## config.mk

```make
export PLATFORM = sky130hd
export DESIGN_NAME = element_alu
export DESIGN_NICKNAME = d
export VERILOG_FILES = /design/src/vlane_pkg.sv /design/src/element_alu.sv
export SDC_FILE = /design/constraint.sdc
export NUM_CORES = 2
export LEC_CHECK = 0
export BUFFER_PORTS_ARGS = -buffer_cell sky130_fd_sc_hd__buf_2
export CORE_AREA = 2 2 606 608
export CTS_BUF_LIST = sky130_fd_sc_hd__clkbuf_4
export CTS_CLUSTER_DIAMETER = 200
export DETAILED_ROUTE_END_ITERATION = 8
export DIE_AREA = 0 0 608 610
export SETUP_SLACK_MARGIN = 0.02
export SLEW_MARGIN = 20
export SYNTH_ARGS = -nofsm -noshare
export SYNTH_HDL_FRONTEND = slang
export SYNTH_SLANG_ARGS = --single-unit
```

## constraint.sdc

```tcl
create_clock -name clk_i -period 4.95 [get_ports clk_i]
set_input_delay 0.495 -clock clk_i [delete_from_list [all_inputs] [get_ports clk_i]]
set_output_delay 0.495 -clock clk_i [all_outputs]
set_load 0.1 [all_outputs]
```

## src/vlane_pkg.sv

```systemverilog
////////////////////
// Vector lane ALU package
// Lane and port counts, register file latency and the shared
// word, byte, width and opcode types of the SIMD arithmetic path
////////////////////

package vlane_pkg;

   ////////////////////
   // Array dimensions
   ////////////////////

   // Lane count, kept a multiple of four for the 32 bit groups
   localparam int VLANE_NUM = 8;

   localparam int PORT_NUM = 2;        // Parallel issue ports

   // Cycles from issue to vector source data
   localparam int VRF_DELAY = 3;

   localparam int BYTES_PER_WORD = 4;  // Also the widest lane group

   ////////////////////
   // Data types
   ////////////////////

   typedef logic [31:0] word_t;        // One lane word
   typedef logic [7:0]  byte_t;        // One element byte
   typedef logic [4:0]  imm_t;         // Zero-extended when used

   // Element width, code 3 never issued
   typedef enum logic [1:0]
   {
      SEW_8  = 2'd0,
      SEW_16 = 2'd1,
      SEW_32 = 2'd2
   } sew_t;

   // ALU operation, codes 5 to 7 unused
   typedef enum logic [2:0]
   {
      OP_ADD = 3'd0,
      OP_SUB = 3'd1,
      OP_AND = 3'd2,
      OP_OR  = 3'd3,
      OP_XOR = 3'd4
   } alu_op_t;

   // Second operand source
   typedef enum logic [1:0]
   {
      SRC_VEC    = 2'd0,       // Gathered vs2 element
      SRC_SCALAR = 2'd1,       // Scalar word broadcast to all lanes
      SRC_IMM    = 2'd2        // Immediate, zero-extended
   } op2_src_t;

endpackage
```

## src/element_alu.sv

```systemverilog
`timescale 1ns/10ps
////////////////////
// Element ALU
// Execute stage. One registered 32 bit ALU per lane and port,
// with the width and valid tags carried one stage along
////////////////////

module element_alu (
   input  logic                                                        clk_i,
   input  logic                                                        rst_i,
   input  vlane_pkg::word_t [vlane_pkg::VLANE_NUM-1:0][vlane_pkg::PORT_NUM-1:0] opa_i,
   input  vlane_pkg::word_t [vlane_pkg::VLANE_NUM-1:0][vlane_pkg::PORT_NUM-1:0] opb_i,
   input  vlane_pkg::alu_op_t [vlane_pkg::PORT_NUM-1:0]                op_i,
   input  vlane_pkg::sew_t [vlane_pkg::PORT_NUM-1:0]                   sew_i,
   input  logic [vlane_pkg::PORT_NUM-1:0]                              valid_i,
   output vlane_pkg::word_t [vlane_pkg::VLANE_NUM-1:0][vlane_pkg::PORT_NUM-1:0] res_o,
   output vlane_pkg::sew_t [vlane_pkg::PORT_NUM-1:0]                   sew_o,
   output logic [vlane_pkg::PORT_NUM-1:0]                              valid_o
);
   import vlane_pkg::*;

   ////////////////////
   // Lane ALUs
   ////////////////////

   // Full 32 bit operation for every width
   // Carries past the element width land in bytes the scatter drops
   always_ff @(posedge clk_i)
   begin
      for (int l = 0; l < VLANE_NUM; l++)
      begin
         for (int p = 0; p < PORT_NUM; p++)
         begin
            case (op_i[p])
               OP_ADD:  res_o[l][p] <= opa_i[l][p] + opb_i[l][p];
               OP_SUB:  res_o[l][p] <= opa_i[l][p] - opb_i[l][p];
               OP_AND:  res_o[l][p] <= opa_i[l][p] & opb_i[l][p];
               OP_OR:   res_o[l][p] <= opa_i[l][p] | opb_i[l][p];
               OP_XOR:  res_o[l][p] <= opa_i[l][p] ^ opb_i[l][p];
               default: res_o[l][p] <= '0;            // Unused opcode
            endcase
         end
      end
      sew_o <= sew_i;                                 // Width tag for the scatter
   end

   always_ff @(posedge clk_i)
   begin
      if (!rst_i)
      begin
         valid_o <= '0;
      end
      else
      begin
         valid_o <= valid_i;
      end
   end

   // A result tagged valid carries no unknown bits
   for (genvar gl = 0; gl < VLANE_NUM; gl++)
   begin : g_lane_chk
      for (genvar gp = 0; gp < PORT_NUM; gp++)
      begin : g_port_chk
         a_res_known: assert property (@(posedge clk_i) disable iff (!rst_i)
            valid_o[gp] |-> !$isunknown(res_o[gl][gp]));
      end
   end

endmodule

```

==> impl_metrics.tcl <==
set metrics [dict create \
    drive_gt1_share_pct 17.0 \
    start_util_pct 20.1 \
    gp_congestion 1.08 \
    max_freq_ghz 0.200 \
    hold_viol 0 \
    violations "setup timing" \
    synth-seq-cells 518 \
    period_minus_slack_ns 4.99 \
    crit_path_end_kind "flip-flop" \
    required_ns 6.01 \
    place_ws_ns 0.144 \
    critPathKind "primary input to flip-flop" \
    hold_slack_ns 0.219 \
    drtIter0Drc 7910 \
    via_count 89700 \
    cts.sinks 518 \
    power_density_nw_per_um2 250 \
    die_area_um2 371000 \
    ctsHtreeMaxLevel 4 \
    tns_ns -0.0415 \
    ctsLongestPathBuffers 4 \
    dieWidth_um 608 \
    syn_area_um2 73100 \
    async_flop_share_pct 0 \
    grt.total_usage_pct 20.1 \
    period_share_pct 101 \
    tightest_slew_ns 1.18 \
    wl_per_cell_um 21.7 \
    syn_area_per_cell_um2 7.71 \
    ys_types 99 \
    grt_pass1_vias 86100 \
    hp-class "primary input to flip-flop" \
    rsz0062_at_grt "true" \
    io_buffers 1555 \
    final_cells 18200 \
    slew_viol_final 0 \
    overflow 0 \
    synth_top_flop_cell "dfxtp_1" \
    startpoint_type "primary input" \
    yosysWarnings 0 \
    firstDrtPassIters 6 \
    drv_cap 0 \
    grt_pass1_wl_mm 568 \
    cp.arrival_ns 6.06 \
    crit_fanout 8 \
    cts-root-buf "clkbuf_4" \
    clk_pin_slew_worst_paths_ns 0.06 \
    drc 0 \
    die_height_um 610 \
    relSlewSlack_pct 20.3 \
    yosysSeqAreaShare_pct 14.2 \
    p_leak_nw 52.7 \
    avgViaCountPerCell 4.94 \
    antenna_found_initial 282 \
    syn_inst 9487 \
    hpwl_mm 309 \
    wirelength_mm 395 \
    grt_max_degree 189 \
    io_pins 1556 \
    synth_edf_count 0 \
    setup_slack_ns -0.0415 \
    synth_nets 12100 \
    core_um2 364000 \
    setup_viol 1 \
    layout.nets 15600 \
    rows 222 \
    cts_tree "yes" \
    cts_inserted_buffers 187 \
    syn2layout_area_growth_pct 49.9 \
    status "complete, but fails checks" \
    vdd_drop_max_uv 301 \
    dpl.cell_count 15700 \
    ant_nets 0 \
]
## critical path: stages
cell and delay, ns:
dlygate4sd3_1 0.60, buf_2 0.18, nor4_2 0.35, nand2_1 0.18, or2_2 0.35, nor2_1 0.13
nand3_1 0.23, nand2_1 0.15, xnor2_1 0.07, ha_1 0.43, nand4_1 0.16, nor2_1 0.24
and4_1 0.22, a31oi_1 0.04, o211ai_1 0.14, a21o_1 0.28, nand3_1 0.13, a21oi_1 0.19
xnor2_1 0.15, dlygate4sd3_1 0.59, o21ai_0 0.13, dlygate4sd3_1 0.64
## registers in the layout, indices dropped and copies added, names as in the netlist
| signal | count |
|---|---|
| valid_o | 2 |
| sew_o | 4 |
| res_o | 512 |
## Yosys cell counts (all sizes together), types with 28 or more instances
master,count,area [µm²]
ha,1536,19200
inv,1204,4520
xnor2,715,6270
o21ai,659,3300
a21oi,628,3150
nand2,574,2150
nor2,539,2030
dfxtp,518,10400
clkbuf,367,1380
a22oi,297,2230
a21o,251,1890
a211oi,189,1420
xor2,187,1640
o221ai,165,1450
nand3,136,681
a31oi,127,807
nor3,102,553
o31ai,95,723
nand4,91,569
mux2i,89,891
nand2b,89,557
nor2b,73,464
and3,61,382
o22a,59,517
nor4,57,375
o21a,55,413
o21bai,50,375
o22ai,46,288
o41ai,43,399
or3,41,262
a41oi,38,333
a221o,37,370
and2,34,215
o211ai,33,248
buf,28,106
## stage by stage
stage,power [mW],area (µm²),util (%)
floorplan,15.5,73100,-
global placement,19.7,87800,24.1
detailed placement,19.7,87800,24.1
CTS,27.3,109000,29.9
global route,28.8,109000,30.0
finish,27.4,110000,30.1
## cells by family after synthesis
| logic type | after synthesis | share of synthesized area, % |
|---|---|---|
| AND/OR/NAND/NOR | 1876 | 12.1 |
| flip-flops | 518 | 14.2 |
| AO/OA/AOI/OAI | 2947 | 26.7 |
| buffers and inverters | 1599 | 8.21 |
| adder cells (fa/ha/maj) | 1552 | 26.7 |
| XOR/XNOR | 902 | 10.8 |
| multiplexers | 93 | 1.28 |
## worst paths after layout
path | from | to | slack, ns | cells after the start
worst min-delay path | opb_i[205] | res_o[205]$_DFF_P_ | 0.22 | 4
worst max-delay path | opb_i[450] | res_o[477]$_DFF_P_ | -0.04 | 22
## cell type report
type,count,area (µm²)
diodes,239,598
multi-input cells,7370,57000
flip-flops and latches,518,10400
clock buffers,249,1870
repair buffers,3686,28800
fillers,39100,255000
inverters,1204,4520
clock inverters,86,443
well taps,4816,6030
## power by group
group          internal [mW]  leakage [nW]  switching (mW)
Sequential              4.81          4.33           0.523
Clock                   2.42          1.39            2.92
Combinational           5.71          47.0            11.0
Total                   12.9          52.7            14.4
## cell usage in the layout, fill, tap and decap left out, types with 61 or more instances in the layout
cell type / n
dlygate4sd3_1: 1878
buf_2: 1552
ha_1: 1535
inv_1: 1204
xnor2_1: 714
o21ai_0: 636
a21oi_1: 627
nand2_1: 572
nor2_1: 532
dfxtp_1: 518
a22oi_1: 297
a21o_1: 250
clkbuf_4: 249
diode_2: 239
buf_4: 228
xor2_1: 187
a211oi_1: 186
o221ai_1: 165
nand3_1: 136
a31oi_1: 124
nor3_1: 95
nand4_1: 91
o31ai_1: 90
mux2i_1: 89
nand2b_1: 88
nor2b_1: 68
and3_1: 61
## per-layer routing
layer	vias to the layer above	share of wire, %	global-route usage [%]
met5	-	0.15	0
met4	96	7.1	12.8
met3	1349	11	6.87
met2	4573	42	29.9
met1	42700	40	24.8
li1	41000	-	-
## timing repair
action / CTS / global route
hold buffers: 1878 / 0
setup endpoints to repair: 0 / 12
endpoints found under the hold margin: 518 / 0
buffers inserted: 0 / 1
gates resized for setup: 0 / 35
No activity file was read; power rests on OpenSTA's default activity.
