===== src/vlane_pkg.sv =====
////////////////////
// Vector lane ALU package
// Lane and port counts, register file latency and the shared
// word, byte, width and opcode types of the SIMD arithmetic path
////////////////////

package vlane_pkg;

   ////////////////////
   // Array dimensions
   ////////////////////

   // Lane count, kept a multiple of four for the 32 bit groups
   localparam int VLANE_NUM = 8;

   localparam int PORT_NUM = 2;        // Parallel issue ports

   // Cycles from issue to vector source data
   localparam int VRF_DELAY = 3;

   localparam int BYTES_PER_WORD = 4;  // Also the widest lane group

   ////////////////////
   // Data types
   ////////////////////

   typedef logic [31:0] word_t;        // One lane word
   typedef logic [7:0]  byte_t;        // One element byte
   typedef logic [4:0]  imm_t;         // Zero-extended when used

   // Element width, code 3 never issued
   typedef enum logic [1:0]
   {
      SEW_8  = 2'd0,
      SEW_16 = 2'd1,
      SEW_32 = 2'd2
   } sew_t;

   // ALU operation, codes 5 to 7 unused
   typedef enum logic [2:0]
   {
      OP_ADD = 3'd0,
      OP_SUB = 3'd1,
      OP_AND = 3'd2,
      OP_OR  = 3'd3,
      OP_XOR = 3'd4
   } alu_op_t;

   // Second operand source
   typedef enum logic [1:0]
   {
      SRC_VEC    = 2'd0,       // Gathered vs2 element
      SRC_SCALAR = 2'd1,       // Scalar word broadcast to all lanes
      SRC_IMM    = 2'd2        // Immediate, zero-extended
   } op2_src_t;

endpackage

===== src/result_scatter.sv =====
`timescale 1ns/10ps
////////////////////
// Result scatter
// Result stage. Returns the ALU result bytes of each group of four
// lanes to their home lanes and registers the lane words
////////////////////

module result_scatter (
   input  logic                                                        clk_i,
   input  logic                                                        rst_i,
   input  vlane_pkg::word_t [vlane_pkg::VLANE_NUM-1:0][vlane_pkg::PORT_NUM-1:0] res_i,
   input  vlane_pkg::sew_t [vlane_pkg::PORT_NUM-1:0]                   sew_i,
   input  logic [vlane_pkg::PORT_NUM-1:0]                              valid_i,
   output vlane_pkg::word_t [vlane_pkg::VLANE_NUM-1:0][vlane_pkg::PORT_NUM-1:0] res_o,
   output logic [vlane_pkg::PORT_NUM-1:0]                              res_valid_o
);
   import vlane_pkg::*;

   word_t [VLANE_NUM-1:0][PORT_NUM-1:0] lane_d;

   ////////////////////
   // Byte scatter
   ////////////////////

   always_comb
   begin
      byte_t [BYTES_PER_WORD-1:0] gath;
      int pair;
      for (int b = 0; b < VLANE_NUM; b += BYTES_PER_WORD)
      begin
         for (int p = 0; p < PORT_NUM; p++)
         begin
            for (int j = 0; j < BYTES_PER_WORD; j++)
            begin
               pair = b + j - (j % 2);                // First lane of the 16 bit pair
               case (sew_i[p])
                  SEW_32:
                  begin
                     // Byte j of every ALU in the group, ALU b+3 on top
                     for (int k = 0; k < BYTES_PER_WORD; k++)
                     begin
                        gath[k] = res_i[b+k][p][8*j +: 8];
                     end
                  end
                  SEW_16:
                  begin
                     gath[0] = res_i[pair][p][8*(j%2) +: 8];
                     gath[1] = res_i[pair+1][p][8*(j%2) +: 8];
                     gath[2] = gath[0];               // Half repeated upward
                     gath[3] = gath[1];
                  end
                  default: gath = {4{res_i[b+j][p][7:0]}};
               endcase
               lane_d[b+j][p] = gath;
            end
         end
      end
   end

   always_ff @(posedge clk_i)
   begin
      res_o <= lane_d;
   end

   always_ff @(posedge clk_i)
   begin
      if (!rst_i)
      begin
         res_valid_o <= '0;
      end
      else
      begin
         res_valid_o <= valid_i;
      end
   end

   // Result strobe stays known once out of reset
   a_valid_known: assert property (@(posedge clk_i) disable iff (!rst_i)
      !$isunknown(res_valid_o));

endmodule


===== config.mk =====
export PLATFORM = sky130hd
export DESIGN_NAME = result_scatter
export DESIGN_NICKNAME = d
export VERILOG_FILES = /design/src/vlane_pkg.sv /design/src/result_scatter.sv
export SDC_FILE = /design/constraint.sdc
export NUM_CORES = 1
export LEC_CHECK = 0
export CAP_MARGIN = 40
export CORE_AREA = 2 2 397 399
export DETAILED_ROUTE_END_ITERATION = 6
export DIE_AREA = 0 0 399 401
export DONT_BUFFER_PORTS = 1
export PLACE_DENSITY_LB_ADDON = 0.15
export SETUP_SLACK_MARGIN = 0.05
export SLEW_MARGIN = 25
export SYNTH_ARGS = -nofsm -noshare
export SYNTH_HDL_FRONTEND = slang
export SYNTH_SLANG_ARGS = --single-unit

===== constraint.sdc =====
create_clock -name clk_i -period 1.85 [get_ports clk_i]
set_input_delay 0.185 -clock clk_i [delete_from_list [all_inputs] [get_ports clk_i]]
set_output_delay 0.185 -clock clk_i [all_outputs]
set_load 0.03 [all_outputs]

==> results.ini, run 1 <==
[routing]
wire_per_inst_um = 27.26
vias = 17270
viasPerCell = 3.814
drc = 0
drt-total-wl_mm = 123.4
drt-initial-drc-count = 1329
dr.pass1.iters = 5
drtAntennaViolNets = 0

[synth]
seq_area_frac_synth_pct = 60.92
synth.area.top_cells = dfxtp_1 (61%), a21oi_1 (8.5%), a22o_1 (8.3%)
syn_avg_cell_area_um2 = 10.01
synth_ff_type = dfxtp_1
synth_edf_count = 0
postSynthCellCount = 1687
syn_area_um2 = 16890
synthDistinctLibCells = 23
async_flop_share_pct = 0
yosys_warnings = 0
synth_nets = 2211
synth_seq_cells = 514
synth_top_area_share_pct = 60.92
synth_top_cell_by_area = dfxtp_1

[layout]
finish.utilization_pct = 18.79
nFillCells = 17140
num-nets-final = 2929
multiInputGateArea_um2 = 5972
final_common_cell = dlygate4sd3_1
final_area_um2 = 29250
mostFrequentLayoutCells = dlygate4sd3_1 (722), dfxtp_1 (514), a21oi_1 (288), nand2_1 (224), a22o_1 (160)
syn_to_final_growth_pct = 73.19
area.sequential_um2 = 10290
drive_above_1_share_pct = 7.416

[power_and_ir_drop]
leakagePower_nw = 11.12
seqPwrFrac_pct = 45.7
power_frac_clock_pct = 40.7
intPower_mw = 23.71
combPwrFrac_pct = 13.7
ir_drop_uv = 718.0
swShare_pct = 33.18
power.density_nw_per_um2 = 1213
switchingPower_mw = 11.77

[cts]
cts-buffers-inserted = 67
cts_tree = built
clk_path_buf_depth = 3
clkSlewWorstSetupHoldPaths_ns = 0.06
clock_sinks = 514
cts.repair.resized = 0
h-tree-depth = 3
post_cts_buffers = 0
ctsRootBufferMaster = clkbuf_16

[die]
core_um2 = 155700
die_w_um = 399
pin_count = 1034
rows = 145
die_h_um = 401
die_area_um2 = 160000
start_util_pct = 10.85

[global_route]
top_usage_layer = met2
met2_usage_pct = 25.39
grt-ovfl-total = 0
grt_util_met3_pct = 4.823
antenna_found_initial = 42
gr-usage-met1_pct = 16.64
grt_max_degree = 96
grt_pass1_wl_mm = 161.9
grt_pass1_vias = 17980
grt_usage_pct = 14.71

[placement]
port_buffers = 0
place_hpwl_mm = 93.13
gp_congestion = 0.8948
dpl-instance-area_um2 = 19570
dp_slack_ns = 0.04385

[run_status]
outcome = finished, final reports clean

[sta]
fin_crit_sh_pct = 94.12
relSlewSlack_pct = 49.46
rsz0062_at_grt = no
finalHoldViolCount = 0
finalSetupViolCount = 0
hold_ws_ns = 0.06409
finalSetupTns_ns = 0
worst_slack_ns = 0.1088
min_period_ns = 1.741
slew_viol_final = 0
timing.fmax_mhz = 574.3
tightest_slew_ns = 0.7582

[setup_path]
crit_arrival_ns = 2.25
slowest_stage = dlygate4sd3_1
crit_required_ns = 2.36
critPathKind = input pin to register
crit_chain = dlygate4sd3_1 -> a21oi_1 -> a21oi_1 -> dlygate4sd3_1
cpPeakStageDelay_ns = 0.79
critPathLaunchType = input pin
cp_max_fo = 3
cp-end-kind = register

[job]
maxCapViolCount = 0

[worst_hold_path]
min_path_type = input pin to register

==> metal layers <==
layer,wire [um],part of all wire [%]
met4,4859,3.9
met1,48430,39
met3,10340,8.4
met5,36,0.029
met2,59750,48
==> what timing repair did <==
item | in CTS | in global routing
hold buffers | 722 | 0
setup endpoints to repair | 0 | 0
hold endpoints to repair | 514 | 0
==> area by class of cell <==
class,instances,share of cell area (%)
clock inverter,29,1.724
multi-input combinational,1036,20.41
tap,2058,8.802
clock buffer,89,6.561
antenna,15,0.1283
timing repair buffer,782,27.14
inverter,4,0.05133
sequential,514,35.18
==> registers in the layout, summed over array words and instances, names as in the netlist <==
name,cells
res_o,512
res_valid_o,2
==> power groups by stage <==
stage | logic (mW) | clock network, mW | registers (mW)
after floorplan | 1.75 | 0 | 15.7
after global placement | 2.61 | 0 | 16.5
after detailed placement | 2.65 | 0 | 16.4
after CTS | 4.82 | 14.9 | 16.2
after global routing | 5.22 | 15.3 | 16.3
final | 4.84 | 14.4 | 16.2
==> through the flow <==
| stage | std cells | power (mW) |
|---|---|---|
| CTS | 4512 | 35.95 |
| global placement | 3672 | 19.13 |
| global route | 4521 | 36.80 |
| floorplan | 1687 | 17.46 |
| detailed placement | 3672 | 19.09 |
| finish | 4527 | 35.47 |
==> critical path, delay by kind of cell <==
| family | cells | cell delay, ns |
|---|---|---|
| AOI/OAI and AO/OA | 2 | 0.68 |
| buffers and inverters | 2 | 1.37 |
==> Yosys cell counts, types with 4 or more instances <==
master,count
nand2_1,224
inv_1,4
clkbuf_1,36
a22oi_1,32
a22o_1,160
dfxtp_1,514
a21oi_1,288
a221oi_1,64
o21ai_0,95
buf_2,87
ha_1,4
nor2_1,64
buf_6,6
nor2b_1,96
==> final timing paths <==
| check | end | start | cells after the start |
|---|---|---|---|
| setup / recovery | res_o[447] | res_i[487] | 4 |
| hold / removal | res_o[343] | res_i[399] | 2 |
==> cells by family after synthesis <==
logic type	share of synthesized area, %
AOI/OAI and AO/OA	24.53
DFF	60.92
and+or+nand+nor	10.22
buffers and inverters	4.030
adders and majority gates	0.2963
Power figures use the tool's default switching activity.
==> run 2: changes to the inputs <==
CELL_PAD_IN_SITES_DETAIL_PLACEMENT = 1   (was default)
CELL_PAD_IN_SITES_GLOBAL_PLACEMENT = 2   (was default)
CORE_AREA = 2 2 406 408   (was 2 2 397 399)
DIE_AREA = 0 0 408 410   (was 0 0 399 401)
RECOVER_POWER = 25   (was default)
==> results.ini, run 2 (same netlist as run 1, synthesis figures left out) <==
[cts]
h-tree-depth = 3  ; unchanged
clkSlewWorstSetupHoldPaths_ns = 0.06  ; about the same
cts-buffers-inserted = 70  ; +4.5%
post_cts_buffers = 0  ; unchanged
clk_path_buf_depth = 3  ; unchanged
cts_tree = built
ctsRootBufferMaster = clkbuf_16
clock_sinks = 514  ; unchanged

[setup_path]
cp_max_fo = 16  ; +13
critPathTopFamily = buffers and inverters
crit_top_cell = dlygate4sd3_1
cp-end-kind = register
cp.buffers_inverters = 4  ; +2
crit_arrival_ns = 2.23  ; -0.02 ns
critPathKind = input pin to register
critPathLaunchType = input pin
cpPeakStageDelay_ns = 0.57  ; -0.22 ns
crit_chain = inv_1 -> ha_4 -> dlygate4sd3_1 -> buf_4 -> nor2b_2 -> a21oi_1 -> dlygate4sd3_1
slowest_stage = dlygate4sd3_1
crit_required_ns = 2.38  ; +0.02 ns

[layout]
num-nets-final = 2983  ; +1.8%
reg.largest.list = res_o (512), res_valid_o (2)
fin_cells = 4713  ; +4.1%
final_common_cell = dlygate4sd3_1
largest_reg_flops = 512  ; unchanged
nFillCells = 18880  ; +10%
finish.utilization_pct = 18.27  ; -0.52 points
drive_above_1_share_pct = 7.524  ; +0.11 points
area.sequential_um2 = 10290  ; unchanged
top_register = res_o
syn_to_final_growth_pct = 76.87
mostFrequentLayoutCells = dlygate4sd3_1 (756), dfxtp_1 (514), a21oi_1 (288), nand2_1 (224), a22o_1 (160)
multiInputGateArea_um2 = 5972  ; unchanged

[routing]
drtAntennaViolNets = 0  ; unchanged
vias = 17020  ; -1.4%
drt-initial-drc-count = 658  ; -50%
dr.pass1.iters = 5  ; unchanged
wire_per_inst_um = 25.78  ; -5.4%
drt-total-wl_mm = 121.5  ; -1.6%
viasPerCell = 3.611  ; -5.3%
drc = 0  ; unchanged

[sta]
timing.fmax_mhz = 587.8  ; +2.3%
fin_crit_sh_pct = 91.96  ; -2.2 points
min_period_ns = 1.701  ; -0.03985 ns
slew_viol_final = 0  ; unchanged
rsz0062_at_grt = no
finalSetupTns_ns = 0  ; unchanged
tightest_slew_ns = 0.7712  ; +0.01306 ns
finalSetupViolCount = 0  ; unchanged
relSlewSlack_pct = 48.58  ; -0.87 points
finalHoldViolCount = 0  ; unchanged
worst_slack_ns = 0.1487  ; +0.03985 ns

[power_and_ir_drop]
ir_drop_uv = 616.1  ; -14%
power.density_nw_per_um2 = 1190  ; -1.9%
leakagePower_nw = 11.32  ; +1.8%

[placement]
port_buffers = 0  ; unchanged
dp.cells = 3819  ; +4.0%
place_hpwl_mm = 92.20  ; -1.0%
gp_congestion = 0.8024  ; -10%
dp_slack_ns = -0.1063  ; -0.1501 ns

[die]
die_h_um = 410  ; +2.2%
start_util_pct = 10.33  ; -0.52 points
pin_count = 1034  ; unchanged
rows = 149  ; +2.8%
die_area_um2 = 167300  ; +4.6%
core_um2 = 163500  ; +5.0%
die_w_um = 408  ; +2.3%

[global_route]
antenna_found_initial = 56  ; +33%
grt_max_degree = 78  ; -19%
grt_pass1_vias = 18760  ; +4.3%
grt-ovfl-total = 0  ; unchanged
grt_usage_pct = 13.91  ; -0.80 points
grt_pass1_wl_mm = 161.4  ; -0.34%

[worst_hold_path]
hp-start = sew_i[3]
min_path_type = input pin to register
holdPathEnd = res_o[125]
hold_depth = 3  ; +1

[run_status]
outcome = finished, final reports clean

[job]
maxCapViolCount = 0  ; unchanged

[run 2: layout make-up]
type	count	area share, %
Sequential cell	514	34.44
Timing Repair Buffer	833	28.16
Multi-Input combinational cell	1036	19.99
Tap cell	2189	9.168
Clock buffer	93	6.659
Clock inverter	32	1.428
Antenna cell	12	0.1005
Inverter	4	0.05026
[run 2: stage by stage]
stage          cell area, um^2  hold WS (ns)  power [mW]
6_report                 29870       0.05418       35.56
5_1_grt                  29860       0.09999       37.11
4_1_cts                  29890       0.02187       36.31
3_5_place_dp             19910        0.2130       19.27
3_3_place_gp             19910        0.2131       19.31
2_1_floorplan            16890        0.2127       17.46
[run 2: per-layer routing]
| metal | GRT usage [%] | wire, um | vias to the layer above |
|---|---|---|---|
| met5 | 0 | 311 | - |
| met3 | 5.866 | 11530 | 196 |
| met2 | 25.46 | 62410 | 859 |
| met4 | 4.955 | 3825 | 50 |
| met1 | 13.99 | 43410 | 8352 |
| li1 | - | - | 7561 |
[run 2: worst min-delay path: cells and delay by family]
family / cells / cell delay [ns]
AOI/OAI and AO/OA: 1 / 0.10
adders and majority gates: 1 / 0.21
and+or+nand+nor: 1 / 0.15
[run 2: worst max-delay path by stage]
| stage | startpoint | to | depth (start not counted) |
|---|---|---|---|
| floorplan | sew_i[2] | res_o[164] | 7 |
| global placement | sew_i[0] | res_o[95] | 6 |
| detailed placement | sew_i[0] | res_o[95] | 6 |
| CTS | res_o[336] | res_o[336] | 0 |
| global route | sew_i[0] | res_o[203] | 7 |
| finish | sew_i[0] | res_o[463] | 7 |
[run 2: repair_timing]
| action | CTS | global route |
|---|---|---|
| endpoints found under the hold margin | 514 | 0 |
| resized for setup | 0 | 2 |
| setup endpoints to repair | 0 | 5 |
| hold buffers | 756 | 0 |
[run 2: report_power, final]
part           internal [mW]  total, mW  switching, mW
logic                   2.60       4.85           2.25
clock network           8.61       14.4           5.84
registers               12.4       16.3           3.81
==> run 3: changes to the inputs <==
RECOVER_POWER = 50   (was 25)
==> results.ini, run 3 (same netlist as run 1, synthesis figures left out) <==
[global_route]
grt_max_degree = 78  ; unchanged
grt_usage_pct = 13.91  ; unchanged
grt-ovfl-total = 0  ; unchanged
grt_pass1_wl_mm = 161.4  ; unchanged
antenna_found_initial = 56  ; unchanged
grt_pass1_vias = 18760  ; unchanged

[worst_hold_path]
min_path_type = input pin to register

[layout]
syn_to_final_growth_pct = 76.74  ; about the same
nFillCells = 18880  ; +0.026%
num-nets-final = 2983  ; unchanged
reg.largest.list = res_o (512), res_valid_o (2)
final_area_um2 = 29850  ; about the same
top_register = res_o
drive_above_1_share_pct = 7.325  ; -0.20 points
finish.utilization_pct = 18.26  ; about the same
multiInputGateArea_um2 = 5972  ; unchanged
area.sequential_um2 = 10290  ; unchanged
largest_reg_flops = 512  ; unchanged
mostFrequentLayoutCells = dlygate4sd3_1 (756), dfxtp_1 (514), a21oi_1 (288), nand2_1 (224), a22o_1 (160)
final_common_cell = dlygate4sd3_1
fin_cells = 4713  ; unchanged

[die]
start_util_pct = 10.33  ; unchanged
pin_count = 1034  ; unchanged
die_area_um2 = 167300  ; unchanged
die_w_um = 408  ; unchanged
core_um2 = 163500  ; unchanged
die_h_um = 410  ; unchanged
rows = 149  ; unchanged

[cts]
clkSlewWorstSetupHoldPaths_ns = 0.06  ; about the same
h-tree-depth = 3  ; unchanged
cts_tree = built
cts-buffers-inserted = 70  ; unchanged
post_cts_buffers = 0  ; unchanged
clock_sinks = 514  ; unchanged
clk_path_buf_depth = 3  ; unchanged
ctsRootBufferMaster = clkbuf_16

[setup_path]
crit_top_cell = dlygate4sd3_1
crit_required_ns = 2.38  ; about the same
critPathKind = input pin to register
slowest_stage = dlygate4sd3_1
cp_max_fo = 16  ; unchanged
cp.buffers_inverters = 4  ; unchanged
critPathLaunchType = input pin
critPathTopFamily = buffers and inverters
crit_arrival_ns = 2.23  ; about the same
cp-end-kind = register
crit_chain = inv_1 -> ha_4 -> dlygate4sd3_1 -> buf_4 -> nor2b_2 -> a21oi_1 -> dlygate4sd3_1
cpPeakStageDelay_ns = 0.57  ; about the same

[routing]
wire_per_inst_um = 25.79  ; about the same
drt-total-wl_mm = 121.5  ; about the same
vias = 17060  ; +0.25%
drt-initial-drc-count = 654  ; -0.61%
dr.pass1.iters = 5  ; unchanged
drc = 0  ; unchanged
viasPerCell = 3.620  ; +0.25%
drtAntennaViolNets = 0  ; unchanged

[sta]
fin_crit_sh_pct = 91.97  ; about the same
slew_viol_final = 0  ; unchanged
rsz0062_at_grt = no
finalSetupViolCount = 0  ; unchanged
min_period_ns = 1.701  ; +0.00009200 ns
timing.fmax_mhz = 587.7  ; about the same
finalHoldViolCount = 0  ; unchanged
tightest_slew_ns = 0.7705  ; -0.0007358 ns
relSlewSlack_pct = 48.63  ; +0.049 points

[placement]
dpl-instance-area_um2 = 19910  ; unchanged
gp_congestion = 0.8024  ; unchanged
place_hpwl_mm = 92.20  ; unchanged
port_buffers = 0  ; unchanged
dp.cells = 3819  ; unchanged

[run_status]
outcome = finished, final reports clean

[power_and_ir_drop]
ir_drop_uv = 615.0  ; -0.18%
leakagePower_nw = 11.30  ; -0.18%
power.density_nw_per_um2 = 1191  ; about the same

[job]
maxCapViolCount = 0  ; unchanged

==> run 3: cell count changes in the layout (fill, tap and decap cells not counted) <==
cell      delta
buf_4        -7
clkbuf_2     +1
clkbuf_4     +1
clkbuf_1     +5
==> run 3: final cells by class <==
cell class / count / share of cell area (%)
clock inverter: 32 / 1.429
clock buffer: 93 / 6.664
timing repair buffer: 833 / 28.11
multi-input combinational: 1036 / 20.00
inverter: 4 / 0.05029
antenna: 12 / 0.1006
sequential: 514 / 34.47
tap: 2189 / 9.174
==> run 3: where the power goes <==
part           internal [mW]  leakage [nW]  switching [mW]  total, mW
clock                   8.61          1.18            5.83       14.4
combinational           2.59          5.79            2.25       4.84
sequential              12.4          4.33            3.81       16.3
==> run 3: per-layer routing <==
metal  GRT usage, %  up-vias  part of all wire, %
met5              0        -                 0.26
met4          4.955       50                  3.2
met3          5.866      204                  9.6
met2          25.46      879                   51
met1          13.99     8365                   36
li1               -     7563                    -
==> run 3: timing repair <==
item / 4_1_cts / 5_1_grt
hold endpoints to repair: 514 / 0
hold buffers: 756 / 0
resized for setup: 0 / 2
endpoints found under the setup margin: 0 / 5
==> run 3: tightest hold or removal path, stage by stage <==
cell	delay, ns
ha_4	0.21
a221oi_1	0.10
nor2_1	0.15
==> run 3: final timing paths <==
kind                      from    endpoint  slack, ns  cells after the start
worst max-delay path  sew_i[0]  res_o[463]       0.15                      7
worst min-delay path  sew_i[3]  res_o[125]       0.06                      3
==> run 3: stage by stage <==
stage / hold slack [ns] / setup slack, ns / power (mW) / setup TNS, ns
finish: 0.05508 / 0.1486 / 35.55 / 0
global route: 0.09999 / 0.07084 / 37.10 / 0
CTS: 0.02187 / 0.09109 / 36.31 / 0
detailed placement: 0.2130 / -0.1063 / 19.27 / -0.1063
global placement: 0.2131 / -0.07494 / 19.31 / -0.07494
floorplan: 0.2127 / 0.4176 / 17.46 / 0
